### src/logic/cdw_pkg.sv
// Shared widths, cause codes, encodings and context layout, imported by every walker block
`default_nettype none

package cdw_pkg;

    // --------------------------------------------------
    // Widths
    // --------------------------------------------------
    localparam int unsigned DID_W   = 24;
    localparam int unsigned PPN_W   = 44;
    localparam int unsigned PLEN    = 56;
    localparam int unsigned DW_W    = 64;
    localparam int unsigned CAUSE_W = 11;
    localparam int unsigned MODE_W  = 4;

    // Context length in doublewords, plus index and count widths
    localparam int unsigned DC_DWS = 4;
    localparam int unsigned BEAT_W = $clog2(DC_DWS);
    localparam int unsigned CNT_W  = $clog2(DC_DWS + 1);
    // Burst length field of a leaf read
    localparam logic [BEAT_W-1:0] LEAF_LEN = BEAT_W'(DC_DWS - 1);

    typedef enum logic [CAUSE_W-1:0] {
        CAUSE_NONE              = 11'd0,
        DDT_ENTRY_INVALID       = 11'd258,
        DDT_ENTRY_MISCONFIGURED = 11'd259,
        DDT_DATA_CORRUPTION     = 11'd268
    } cause_e;

    // Table mode from ddtp
    typedef enum logic [MODE_W-1:0] {
        MODE_OFF  = 4'd0,
        MODE_BARE = 4'd1,
        MODE_1LVL = 4'd2,
        MODE_2LVL = 4'd3,
        MODE_3LVL = 4'd4
    } ddt_mode_e;

    typedef enum logic [1:0] {
        LVL1,
        LVL2,
        LVL3
    } level_e;

    // --------------------------------------------------
    // Non-leaf entry layout
    // --------------------------------------------------
    localparam int unsigned NL_V_BIT   = 0;
    localparam int unsigned NL_PPN_LSB = 10;
    // Bits 63:54 and 9:1
    localparam logic [DW_W-1:0] NL_RSVD_MASK = 64'hFFC0_0000_0000_03FE;

    // Device ID slices per level and the pointer shift below them
    localparam int unsigned IDX3_LSB = 15;
    localparam int unsigned IDX2_LSB = 6;
    localparam int unsigned IDX1_W   = 6;
    localparam int unsigned NL_SHIFT = 3;
    localparam int unsigned DC_SHIFT = 6;
    localparam int unsigned NL_IDX_W = PLEN - PPN_W - NL_SHIFT;

    // --------------------------------------------------
    // Device context checks
    // --------------------------------------------------
    localparam int unsigned TC_V_BIT = 0;
    localparam logic [DW_W-1:0] TC_RSVD_MASK = 64'hFFFF_FFFF_FFFF_F000;
    // Mode field at the top of iohgatp and fsc
    localparam int unsigned MODE_LSB = 60;
    localparam logic [DW_W-1:0] FSC_RSVD_MASK = 64'h0FFF_F000_0000_0000;
    localparam logic [DW_W-1:0] TA_RSVD_MASK  = 64'hFFFF_FFFF_0000_0FFF;

    // Allowed iohgatp and fsc modes
    localparam logic [MODE_W-1:0] ATP_BARE = 4'd0;
    localparam logic [MODE_W-1:0] ATP_SV39 = 4'd8;
    localparam logic [MODE_W-1:0] ATP_SV48 = 4'd9;
    localparam logic [MODE_W-1:0] ATP_SV57 = 4'd10;

    // Doubleword order in the leaf burst
    localparam logic [BEAT_W-1:0] DW_TC      = 2'd0;
    localparam logic [BEAT_W-1:0] DW_IOHGATP = 2'd1;
    localparam logic [BEAT_W-1:0] DW_TA      = 2'd2;
    localparam logic [BEAT_W-1:0] DW_FSC     = 2'd3;

    typedef struct packed {
        logic [DW_W-1:0] tc;
        logic [DW_W-1:0] iohgatp;
        logic [DW_W-1:0] ta;
        logic [DW_W-1:0] fsc;
    } dc_t;

endpackage

`default_nettype wire

### src/logic/cdw_walk_if.sv
// Walk controls and statuses shared by the walker FSM, counter, pointer and context blocks
`default_nettype none

interface cdw_walk_if;
    import cdw_pkg::*;

    // Pulses from the FSM
    logic start;
    logic step;
    logic capture;
    logic clear;

    // Pointer state and non-leaf check
    logic   last_lvl;
    cause_e nl_fault;

    // Context check on the current beat
    cause_e dc_fault;

    // Leaf beat position
    logic [BEAT_W-1:0] beat_idx;
    logic              loaded;

    modport fsm (output start, step, capture, clear,
                 input  last_lvl, nl_fault, dc_fault, loaded);
    modport ptr (input  start, step,
                 output last_lvl, nl_fault);
    modport cnt (input  capture, clear,
                 output beat_idx, loaded);
    modport store (input  capture, beat_idx,
                   output dc_fault);

endinterface

`default_nettype wire

### src/logic/cdw_beat_counter.sv
// Counter of captured context doublewords, giving the store its index and the FSM its done flag
`default_nettype none

module cdw_beat_counter (
    input  logic    clk_i,
    input  logic    rst_ni,
    cdw_walk_if.cnt walk
);
    import cdw_pkg::*;

    logic [CNT_W-1:0] cnt_q;

    // Clear comes with the leaf request, capture with each leaf beat
    always_ff @(posedge clk_i or negedge rst_ni) begin
        if (!rst_ni) begin
            cnt_q <= '0;
        end else if (walk.clear) begin
            cnt_q <= '0;
        end else if (walk.capture && !walk.loaded) begin
            cnt_q <= cnt_q + CNT_W'(1);
        end
    end

    // Low bits select the doubleword being received
    assign walk.beat_idx = cnt_q[BEAT_W-1:0];
    assign walk.loaded   = (cnt_q == CNT_W'(DC_DWS));

endmodule

`default_nettype wire

### src/logic/cdw_dc_store.sv
// Device context register that captures each leaf doubleword and checks its fields
`default_nettype none

module cdw_dc_store (
    input  logic                     clk_i,
    input  logic                     rst_ni,
    input  logic [cdw_pkg::DW_W-1:0] rd_data_i,
    output cdw_pkg::dc_t             up_dc_o,
    cdw_walk_if.store                walk
);
    import cdw_pkg::*;

    dc_t dc_q;

    // iohgatp and fsc share the same mode set
    function automatic logic mode_ok(input logic [DW_W-1:0] dw);
        logic [MODE_W-1:0] mode;
        mode = dw[MODE_LSB +: MODE_W];
        return mode inside {ATP_BARE, ATP_SV39, ATP_SV48, ATP_SV57};
    endfunction

    // --------------------------------------------------
    // Field checks on the incoming beat
    // --------------------------------------------------
    always_comb begin
        walk.dc_fault = CAUSE_NONE;
        case (walk.beat_idx)
            DW_TC: begin
                if (!rd_data_i[TC_V_BIT]) begin
                    walk.dc_fault = DDT_ENTRY_INVALID;
                end else if (|(rd_data_i & TC_RSVD_MASK)) begin
                    walk.dc_fault = DDT_ENTRY_MISCONFIGURED;
                end
            end
            DW_IOHGATP: begin
                if (!mode_ok(rd_data_i)) begin
                    walk.dc_fault = DDT_ENTRY_MISCONFIGURED;
                end
            end
            DW_TA: begin
                if (|(rd_data_i & TA_RSVD_MASK)) begin
                    walk.dc_fault = DDT_ENTRY_MISCONFIGURED;
                end
            end
            DW_FSC: begin
                if ((|(rd_data_i & FSC_RSVD_MASK)) || !mode_ok(rd_data_i)) begin
                    walk.dc_fault = DDT_ENTRY_MISCONFIGURED;
                end
            end
            default: begin
                walk.dc_fault = CAUSE_NONE;
            end
        endcase
    end

    // --------------------------------------------------
    // Context register
    // --------------------------------------------------
    always_ff @(posedge clk_i or negedge rst_ni) begin
        if (!rst_ni) begin
            dc_q <= '0;
        end else if (walk.capture) begin
            case (walk.beat_idx)
                DW_TC:      dc_q.tc      <= rd_data_i;
                DW_IOHGATP: dc_q.iohgatp <= rd_data_i;
                DW_TA:      dc_q.ta      <= rd_data_i;
                default:    dc_q.fsc     <= rd_data_i;
            endcase
        end
    end

    assign up_dc_o = dc_q;

endmodule

`default_nettype wire

### src/logic/cdw_fsm.sv
// Walker FSM that sequences a directory miss through memory reads, checks and result pulses
`default_nettype none

module cdw_fsm (
    input  logic                       clk_i,
    input  logic                       rst_ni,
    input  logic                       ddtc_miss_i,
    input  cdw_pkg::ddt_mode_e         ddtp_mode_i,
    // Read request
    output logic                       rd_req_o,
    output logic [cdw_pkg::BEAT_W-1:0] rd_len_o,
    input  logic                       rd_ready_i,
    // Read response
    input  logic                       rd_valid_i,
    input  logic                       rd_last_i,
    input  logic                       rd_err_i,
    output logic                       rd_rdy_o,
    // Walk status and result
    output logic                       busy_o,
    output logic                       dc_update_o,
    output logic                       cdw_error_o,
    output cdw_pkg::cause_e            cause_o,
    output logic                       err_addr_sel_o,
    cdw_walk_if.fsm                    walk
);
    import cdw_pkg::*;

    typedef enum logic [2:0] {
        IDLE,
        MEM_ACCESS,
        NON_LEAF,
        LEAF,
        DRAIN,
        ERROR
    } state_e;

    state_e state_q, state_n;
    cause_e cause_q, cause_n;
    // Fault seen on the beat now on the bus
    cause_e beat_cause;

    // Bus error wins over the field checks of the same beat
    always_comb begin
        if (rd_err_i) begin
            beat_cause = DDT_DATA_CORRUPTION;
        end else if (state_q == NON_LEAF) begin
            beat_cause = walk.nl_fault;
        end else begin
            beat_cause = walk.dc_fault;
        end
    end

    // --------------------------------------------------
    // Next state and strobes
    // --------------------------------------------------
    always_comb begin
        state_n      = state_q;
        cause_n      = cause_q;
        rd_req_o     = 1'b0;
        rd_rdy_o     = 1'b0;
        walk.start   = 1'b0;
        walk.step    = 1'b0;
        walk.capture = 1'b0;
        walk.clear   = 1'b0;

        case (state_q)
            IDLE: begin
                // Misses outside the table modes are ignored
                if (ddtc_miss_i && (ddtp_mode_i inside {MODE_1LVL, MODE_2LVL, MODE_3LVL})) begin
                    walk.start = 1'b1;
                    state_n    = MEM_ACCESS;
                end
            end

            MEM_ACCESS: begin
                rd_req_o = 1'b1;
                if (rd_ready_i) begin
                    if (walk.last_lvl) begin
                        // Leaf burst starts from doubleword 0
                        walk.clear = 1'b1;
                        state_n    = LEAF;
                    end else begin
                        state_n = NON_LEAF;
                    end
                end
            end

            NON_LEAF: begin
                rd_rdy_o = 1'b1;
                if (rd_valid_i) begin
                    if (beat_cause != CAUSE_NONE) begin
                        cause_n = beat_cause;
                        state_n = ERROR;
                    end else begin
                        walk.step = 1'b1;
                        state_n   = MEM_ACCESS;
                    end
                end
            end

            LEAF: begin
                if (walk.loaded) begin
                    // Context complete and clean
                    state_n = IDLE;
                end else begin
                    rd_rdy_o = 1'b1;
                    if (rd_valid_i) begin
                        walk.capture = 1'b1;
                        if (beat_cause != CAUSE_NONE) begin
                            cause_n = beat_cause;
                            // Early fault leaves beats in flight
                            state_n = rd_last_i ? ERROR : DRAIN;
                        end
                    end
                end
            end

            DRAIN: begin
                // Later faults are dropped, only the first one counts
                rd_rdy_o = 1'b1;
                if (rd_valid_i && rd_last_i) begin
                    state_n = ERROR;
                end
            end

            ERROR: begin
                state_n = IDLE;
            end

            default: begin
                state_n = IDLE;
            end
        endcase
    end

    always_ff @(posedge clk_i or negedge rst_ni) begin
        if (!rst_ni) begin
            state_q <= IDLE;
            cause_q <= CAUSE_NONE;
        end else begin
            state_q <= state_n;
            cause_q <= cause_n;
        end
    end

    // --------------------------------------------------
    // Outputs
    // --------------------------------------------------
    assign busy_o         = (state_q != IDLE);
    // One beat per non-leaf entry, full context on the leaf
    assign rd_len_o       = walk.last_lvl ? LEAF_LEN : '0;
    assign dc_update_o    = (state_q == LEAF) && walk.loaded;
    assign cdw_error_o    = (state_q == ERROR);
    assign err_addr_sel_o = (state_q == ERROR);
    assign cause_o        = cause_q;

endmodule

`default_nettype wire

### src/logic/cdw_pointer_gen.sv
// Pointer, level and device ID register that forms each table address and checks non-leaf entries
`default_nettype none

module cdw_pointer_gen (
    input  logic                      clk_i,
    input  logic                      rst_ni,
    input  logic [cdw_pkg::PPN_W-1:0] ddtp_ppn_i,
    input  cdw_pkg::ddt_mode_e        ddtp_mode_i,
    input  logic [cdw_pkg::DID_W-1:0] req_did_i,
    input  logic [cdw_pkg::DW_W-1:0]  rd_data_i,
    output logic [cdw_pkg::PLEN-1:0]  rd_addr_o,
    output logic [cdw_pkg::DID_W-1:0] up_did_o,
    cdw_walk_if.ptr                   walk
);
    import cdw_pkg::*;

    level_e            lvl_q, lvl_n;
    level_e            start_lvl;
    logic [PLEN-1:0]   ptr_q, ptr_n;
    logic [DID_W-1:0]  did_q;
    logic [PPN_W-1:0]  nl_ppn;

    // Table base plus the ID slice of the level
    function automatic logic [PLEN-1:0] form_ptr(input logic [PPN_W-1:0] ppn,
                                                 input logic [DID_W-1:0] did,
                                                 input level_e lvl);
        logic [PLEN-1:0] ptr;
        case (lvl)
            LVL3:    ptr = {ppn, did[IDX3_LSB +: NL_IDX_W], {NL_SHIFT{1'b0}}};
            LVL2:    ptr = {ppn, did[IDX2_LSB +: NL_IDX_W], {NL_SHIFT{1'b0}}};
            // Leaf contexts are 64 bytes apart
            default: ptr = {ppn, did[IDX1_W-1:0], {DC_SHIFT{1'b0}}};
        endcase
        return ptr;
    endfunction

    // First level from the table mode
    always_comb begin
        case (ddtp_mode_i)
            MODE_3LVL: start_lvl = LVL3;
            MODE_2LVL: start_lvl = LVL2;
            default:   start_lvl = LVL1;
        endcase
    end

    assign nl_ppn = rd_data_i[NL_PPN_LSB +: PPN_W];

    always_comb begin
        lvl_n = lvl_q;
        ptr_n = ptr_q;
        if (walk.start) begin
            lvl_n = start_lvl;
            ptr_n = form_ptr(ddtp_ppn_i, req_did_i, start_lvl);
        end else if (walk.step) begin
            // Descend one level through the entry's PPN
            lvl_n = (lvl_q == LVL3) ? LVL2 : LVL1;
            ptr_n = form_ptr(nl_ppn, did_q, lvl_n);
        end
    end

    always_ff @(posedge clk_i or negedge rst_ni) begin
        if (!rst_ni) begin
            lvl_q <= LVL1;
        end else begin
            lvl_q <= lvl_n;
        end
    end

    always_ff @(posedge clk_i) begin
        ptr_q <= ptr_n;
        if (walk.start) begin
            did_q <= req_did_i;
        end
    end

    // Invalid entry reported before reserved bits
    always_comb begin
        if (!rd_data_i[NL_V_BIT]) begin
            walk.nl_fault = DDT_ENTRY_INVALID;
        end else if (|(rd_data_i & NL_RSVD_MASK)) begin
            walk.nl_fault = DDT_ENTRY_MISCONFIGURED;
        end else begin
            walk.nl_fault = CAUSE_NONE;
        end
    end

    assign walk.last_lvl = (lvl_q == LVL1);
    assign rd_addr_o     = ptr_q;
    assign up_did_o      = did_q;

endmodule

`default_nettype wire

### src/logic/cdw_top.sv
// Device-context walker top level, joining the FSM, beat counter and data blocks to a plain read port
`default_nettype none

module cdw_top (
    input  logic                       clk_i,
    input  logic                       rst_ni,
    // Miss and table configuration
    input  logic                       ddtc_miss_i,
    input  logic [cdw_pkg::DID_W-1:0]  req_did_i,
    input  logic [cdw_pkg::PPN_W-1:0]  ddtp_ppn_i,
    input  cdw_pkg::ddt_mode_e         ddtp_mode_i,
    // Memory read port
    output logic                       rd_req_o,
    output logic [cdw_pkg::PLEN-1:0]   rd_addr_o,
    output logic [cdw_pkg::BEAT_W-1:0] rd_len_o,
    input  logic                       rd_ready_i,
    input  logic                       rd_valid_i,
    input  logic [cdw_pkg::DW_W-1:0]   rd_data_i,
    input  logic                       rd_last_i,
    input  logic                       rd_err_i,
    output logic                       rd_rdy_o,
    // Walk result
    output logic                       busy_o,
    output logic                       dc_update_o,
    output logic [cdw_pkg::DID_W-1:0]  up_did_o,
    output cdw_pkg::dc_t               up_dc_o,
    output logic                       cdw_error_o,
    output cdw_pkg::cause_e            cause_o,
    output logic [cdw_pkg::PLEN-1:0]   bad_addr_o
);

    logic err_addr_sel;

    cdw_walk_if walk ();

    cdw_fsm u_fsm (
        .clk_i          (clk_i),
        .rst_ni         (rst_ni),
        .ddtc_miss_i    (ddtc_miss_i),
        .ddtp_mode_i    (ddtp_mode_i),
        .rd_req_o       (rd_req_o),
        .rd_len_o       (rd_len_o),
        .rd_ready_i     (rd_ready_i),
        .rd_valid_i     (rd_valid_i),
        .rd_last_i      (rd_last_i),
        .rd_err_i       (rd_err_i),
        .rd_rdy_o       (rd_rdy_o),
        .busy_o         (busy_o),
        .dc_update_o    (dc_update_o),
        .cdw_error_o    (cdw_error_o),
        .cause_o        (cause_o),
        .err_addr_sel_o (err_addr_sel),
        .walk           (walk.fsm)
    );

    cdw_beat_counter u_beat_counter (
        .clk_i  (clk_i),
        .rst_ni (rst_ni),
        .walk   (walk.cnt)
    );

    cdw_pointer_gen u_pointer_gen (
        .clk_i       (clk_i),
        .rst_ni      (rst_ni),
        .ddtp_ppn_i  (ddtp_ppn_i),
        .ddtp_mode_i (ddtp_mode_i),
        .req_did_i   (req_did_i),
        .rd_data_i   (rd_data_i),
        .rd_addr_o   (rd_addr_o),
        .up_did_o    (up_did_o),
        .walk        (walk.ptr)
    );

    cdw_dc_store u_dc_store (
        .clk_i     (clk_i),
        .rst_ni    (rst_ni),
        .rd_data_i (rd_data_i),
        .up_dc_o   (up_dc_o),
        .walk      (walk.store)
    );

    // Faulting read pointer, shown only with the error pulse
    assign bad_addr_o = err_addr_sel ? rd_addr_o : '0;

endmodule

`default_nettype wire

### config.mk
export PLATFORM = sky130hd
export DESIGN_NAME = cdw_top
export DESIGN_NICKNAME = d
export VERILOG_FILES = /design/src/logic/cdw_pkg.sv /design/src/logic/cdw_walk_if.sv /design/src/logic/cdw_beat_counter.sv /design/src/logic/cdw_dc_store.sv /design/src/logic/cdw_fsm.sv /design/src/logic/cdw_pointer_gen.sv /design/src/logic/cdw_top.sv
export SDC_FILE = /design/constraint.sdc
export NUM_CORES = 1
export LEC_CHECK = 0
export ABC_AREA = 1
export BUFFER_PORTS_ARGS = -buffer_cell sky130_fd_sc_hd__buf_2
export CAP_MARGIN = 30
export CORE_AREA = 5 5 214 216
export DETAILED_ROUTE_END_ITERATION = 7
export DIE_AREA = 0 0 219 221
export HOLD_SLACK_MARGIN = 0.02
export PLACE_DENSITY_LB_ADDON = 0.12
export SKIP_LAST_GASP = 1
export SYNTH_ARGS = -nofsm -noshare
export SYNTH_HDL_FRONTEND = slang
export SYNTH_SLANG_ARGS = --single-unit
### constraint.sdc
create_clock -name clk_i -period 2.9 [get_ports clk_i]
set_input_delay 0.145 -clock clk_i [delete_from_list [all_inputs] [get_ports clk_i]]
set_output_delay 0.145 -clock clk_i [all_outputs]
set_load 0.02 [all_outputs]
==> flow_summary.ini <==
[route]
vias_per_cell = 4.53
wirelength_um = 52500
final_antenna_net_count = 0
vias = 12400
drtIter0Drc = 950
firstDrtPassIters = 7
drc_errors = 0
wl_per_cell_um = 19.2

[finish]
nets = 2264
antennaDiodeCount = 0
drive_above_1_share = 0.297
stdcell_count = 2733
syn_to_final_growth_pct = 42.3

[synthesis]
synth_top_area_frac = 0.477
synth_area_leader_cell = dfrtp_1
ys_ff_latch = 345
synth_cells = 1448
synth.cell_area_mm2 = 0.0141
synthDistinctLibCells = 31
async_reset_ff_frac = 0.777
synthTopCellsByArea = dfrtp_1 48%, edfxtp_1 16%, nand2_1 9.8%, o21ai_1 9.1%, inv_1 3.9%
ys_warn_count = 0
syn_avg_cell_area_um2 = 9.72
synth_ff_type = dfrtp_1
synth-edff-count = 77
synth.most_common_cell = nand2_1
synth.top_cells.by_count = 368 x nand2_1, 268 x dfrtp_1, 256 x o21ai_1
ys_seq_area_frac = 0.641

[power_and_ir_drop]
peakVddDrop_mv = 0.553
power.density_mw_per_mm2 = 982
power_leakage_nw = 10.4

[place]
numPlacedInstances = 2523
io_buffers = 540
place_congestion = 0.816
place_hpwl_um = 38700

[global_route]
grt_max_degree = 128
grt_pass1_vias = 12400
grt_pass1_wl_um = 78900
grt_usage = 0.210
grt_overflow = 0
antenna_found_initial = 1

[worst_hold_path]
hp-class = in -> reg

[sta]
final.period_utilization = 0.937
fmax_mhz = 368
hold_viol = 0
min_period_ns = 2.72
whs_ns = 0.0576
worst_pin_slew_ns = 0.874
slew_headroom = 0.415
final.setup.tns_ns = 0
finalSetupViolations = 0
clock_skew_ns = 0.0110
rsz0062_at_grt = no
slew_viol_final = 0

[run]
cap_violations = 0

[run_status]
status = completed

[cts]
cts_buffer_depth = 3
clkTransAtPathRegs_ns = 0.06
clock_sinks = 345
clk_latency_ns = 0.54
cts_made_buffers = 40
cts-root-buf = clkbuf_16
cts_max_level = 2
cts_tree = built
cts_setup_buffers = 0

[floorplanning]
core_area_mm2 = 0.0437
initial_core_util = 0.322
die_x_um = 219
num_io_pins = 553
die_h_um = 221
core.rowCount = 77
die_area_mm2 = 0.0484

[setup_path]
path_class = reg -> reg
worst_ep_arrival_time_ns = 3.00
setup.worst_path.start_class = register
path_max_fanout = 127
worstPathRequired_ns = 3.18
endpoint_kind = register
==> cell type report <==
type | instances | area [µm²]
Clock buffer | 63 | 1230
Clock inverter | 8 | 72.6
Fill cell | 4291 | 23700
Inverter | 148 | 558
Multi-Input combinational cell | 876 | 3990
Sequential cell | 345 | 9020
Tap cell | 592 | 741
Timing Repair Buffer | 701 | 4410
==> per-stage QoR <==
step                power [W]  instance area [µm²]   util  worst slack (ns)
floorplan              0.0116                14100      -             0.397
global placement       0.0146                17300  0.396             0.238
detailed placement     0.0147                17300  0.396             0.290
CTS                    0.0199                20000  0.458             0.321
global route           0.0208                20000  0.458            0.0434
finish                 0.0196                20000  0.458             0.182
==> repair_timing <==
item / in CTS / in global routing
endpoints found under the hold margin: 380 / 0
hold buffers: 139 / 0
gates resized for setup: 0 / 0
==> report_power, final <==
group | total, W | switching (W) | internal, W | leakage, nW
combinational | 0.00716 | 0.00485 | 0.00231 | 5.50
clock | 0.00498 | 0.00198 | 0.00300 | 0.640
sequential | 0.00751 | 0.000897 | 0.00661 | 4.23
total | 0.0196 | 0.00773 | 0.0119 | 10.4
==> layer usage <==
metal | share of wire | vias up | GRT usage
li1 | - | 5999 | -
met1 | 0.41 | 5880 | 0.264
met2 | 0.49 | 435 | 0.358
met3 | 0.077 | 65 | 0.0556
met4 | 0.023 | 0 | 0.0573
met5 | 0 | - | 0
==> critical path, stage by stage (launching register included) <==
cell and delay (ns):
dfrtp_1 0.43, nor2_1 0.15, inv_1 0.07, nor2_1 0.15
nand3_1 0.10, buf_4 0.17, inv_4 0.06, buf_12 0.36
o21ai_0 0.19, dlygate4sd3_1 0.60
==> cells by family (layout without fill, tap and decap cells) <==
logic type                 Yosys count  count (layout)  synth area share
AOI/OAI and AO/OA                  340             340             0.125
xor gates and xnor gates             1               1          0.000623
adders and majority gates            9               9           0.00800
buffers and inverters              238             920            0.0806
DFF                                345             345             0.641
muxes                                6               6           0.00427
other                                1              12          0.000267
and+or+nand+nor                    508             508             0.141
==> state kept, by name, summed over array words and instances (netlist names) <==
name                     count
u_pointer_gen.lvl_q          2
u_beat_counter.cnt_q         3
u_fsm.state_q                3
u_pointer_gen.up_did_o      24
u_pointer_gen.rd_addr_o     53
u_fsm.cause_o                4
u_dc_store.up_dc_o         256
==> final timing paths <==
check | start | to | slack [ns] | depth (start not counted)
min in group asynchronous | rst_ni | u_dc_store.up_dc_o[86] | 0.17 | 2
hold / removal | rd_data_i[36] | u_dc_store.up_dc_o[164] | 0.06 | 3
hold reg to reg | u_fsm.cause_o[8] | u_fsm.cause_o[8] | 0.47 | 2
setup / recovery | u_fsm.state_q[1] | u_pointer_gen.rd_addr_o[47] | 0.18 | 9
max in group asynchronous | rst_ni | u_dc_store.up_dc_o[113] | 1.79 | 3
setup reg to reg | u_fsm.state_q[1] | u_pointer_gen.rd_addr_o[47] | 0.18 | 9
==> cells in the final DEF (no fill, tap or decap), types with 2 or more instances in the layout <==
master,instances
o21ai_1,256
clkbuf_1,11
a22o_1,3
nand2_4,4
o21ai_0,61
clkbuf_16,42
nor2_1,107
buf_12,11
nand4_1,5
o211ai_1,6
clkbuf_8,10
dfrtp_1,268
ha_1,9
a32o_1,3
nand3_1,19
nor3_1,4
clkinv_2,4
edfxtp_1,77
buf_4,11
conb_1,12
dlygate4sd3_1,139
inv_2,3
mux2i_1,6
buf_2,539
inv_1,144
or2_2,2
nand2_1,364
a21oi_1,7
No activity file was read; power rests on OpenSTA's default activity.
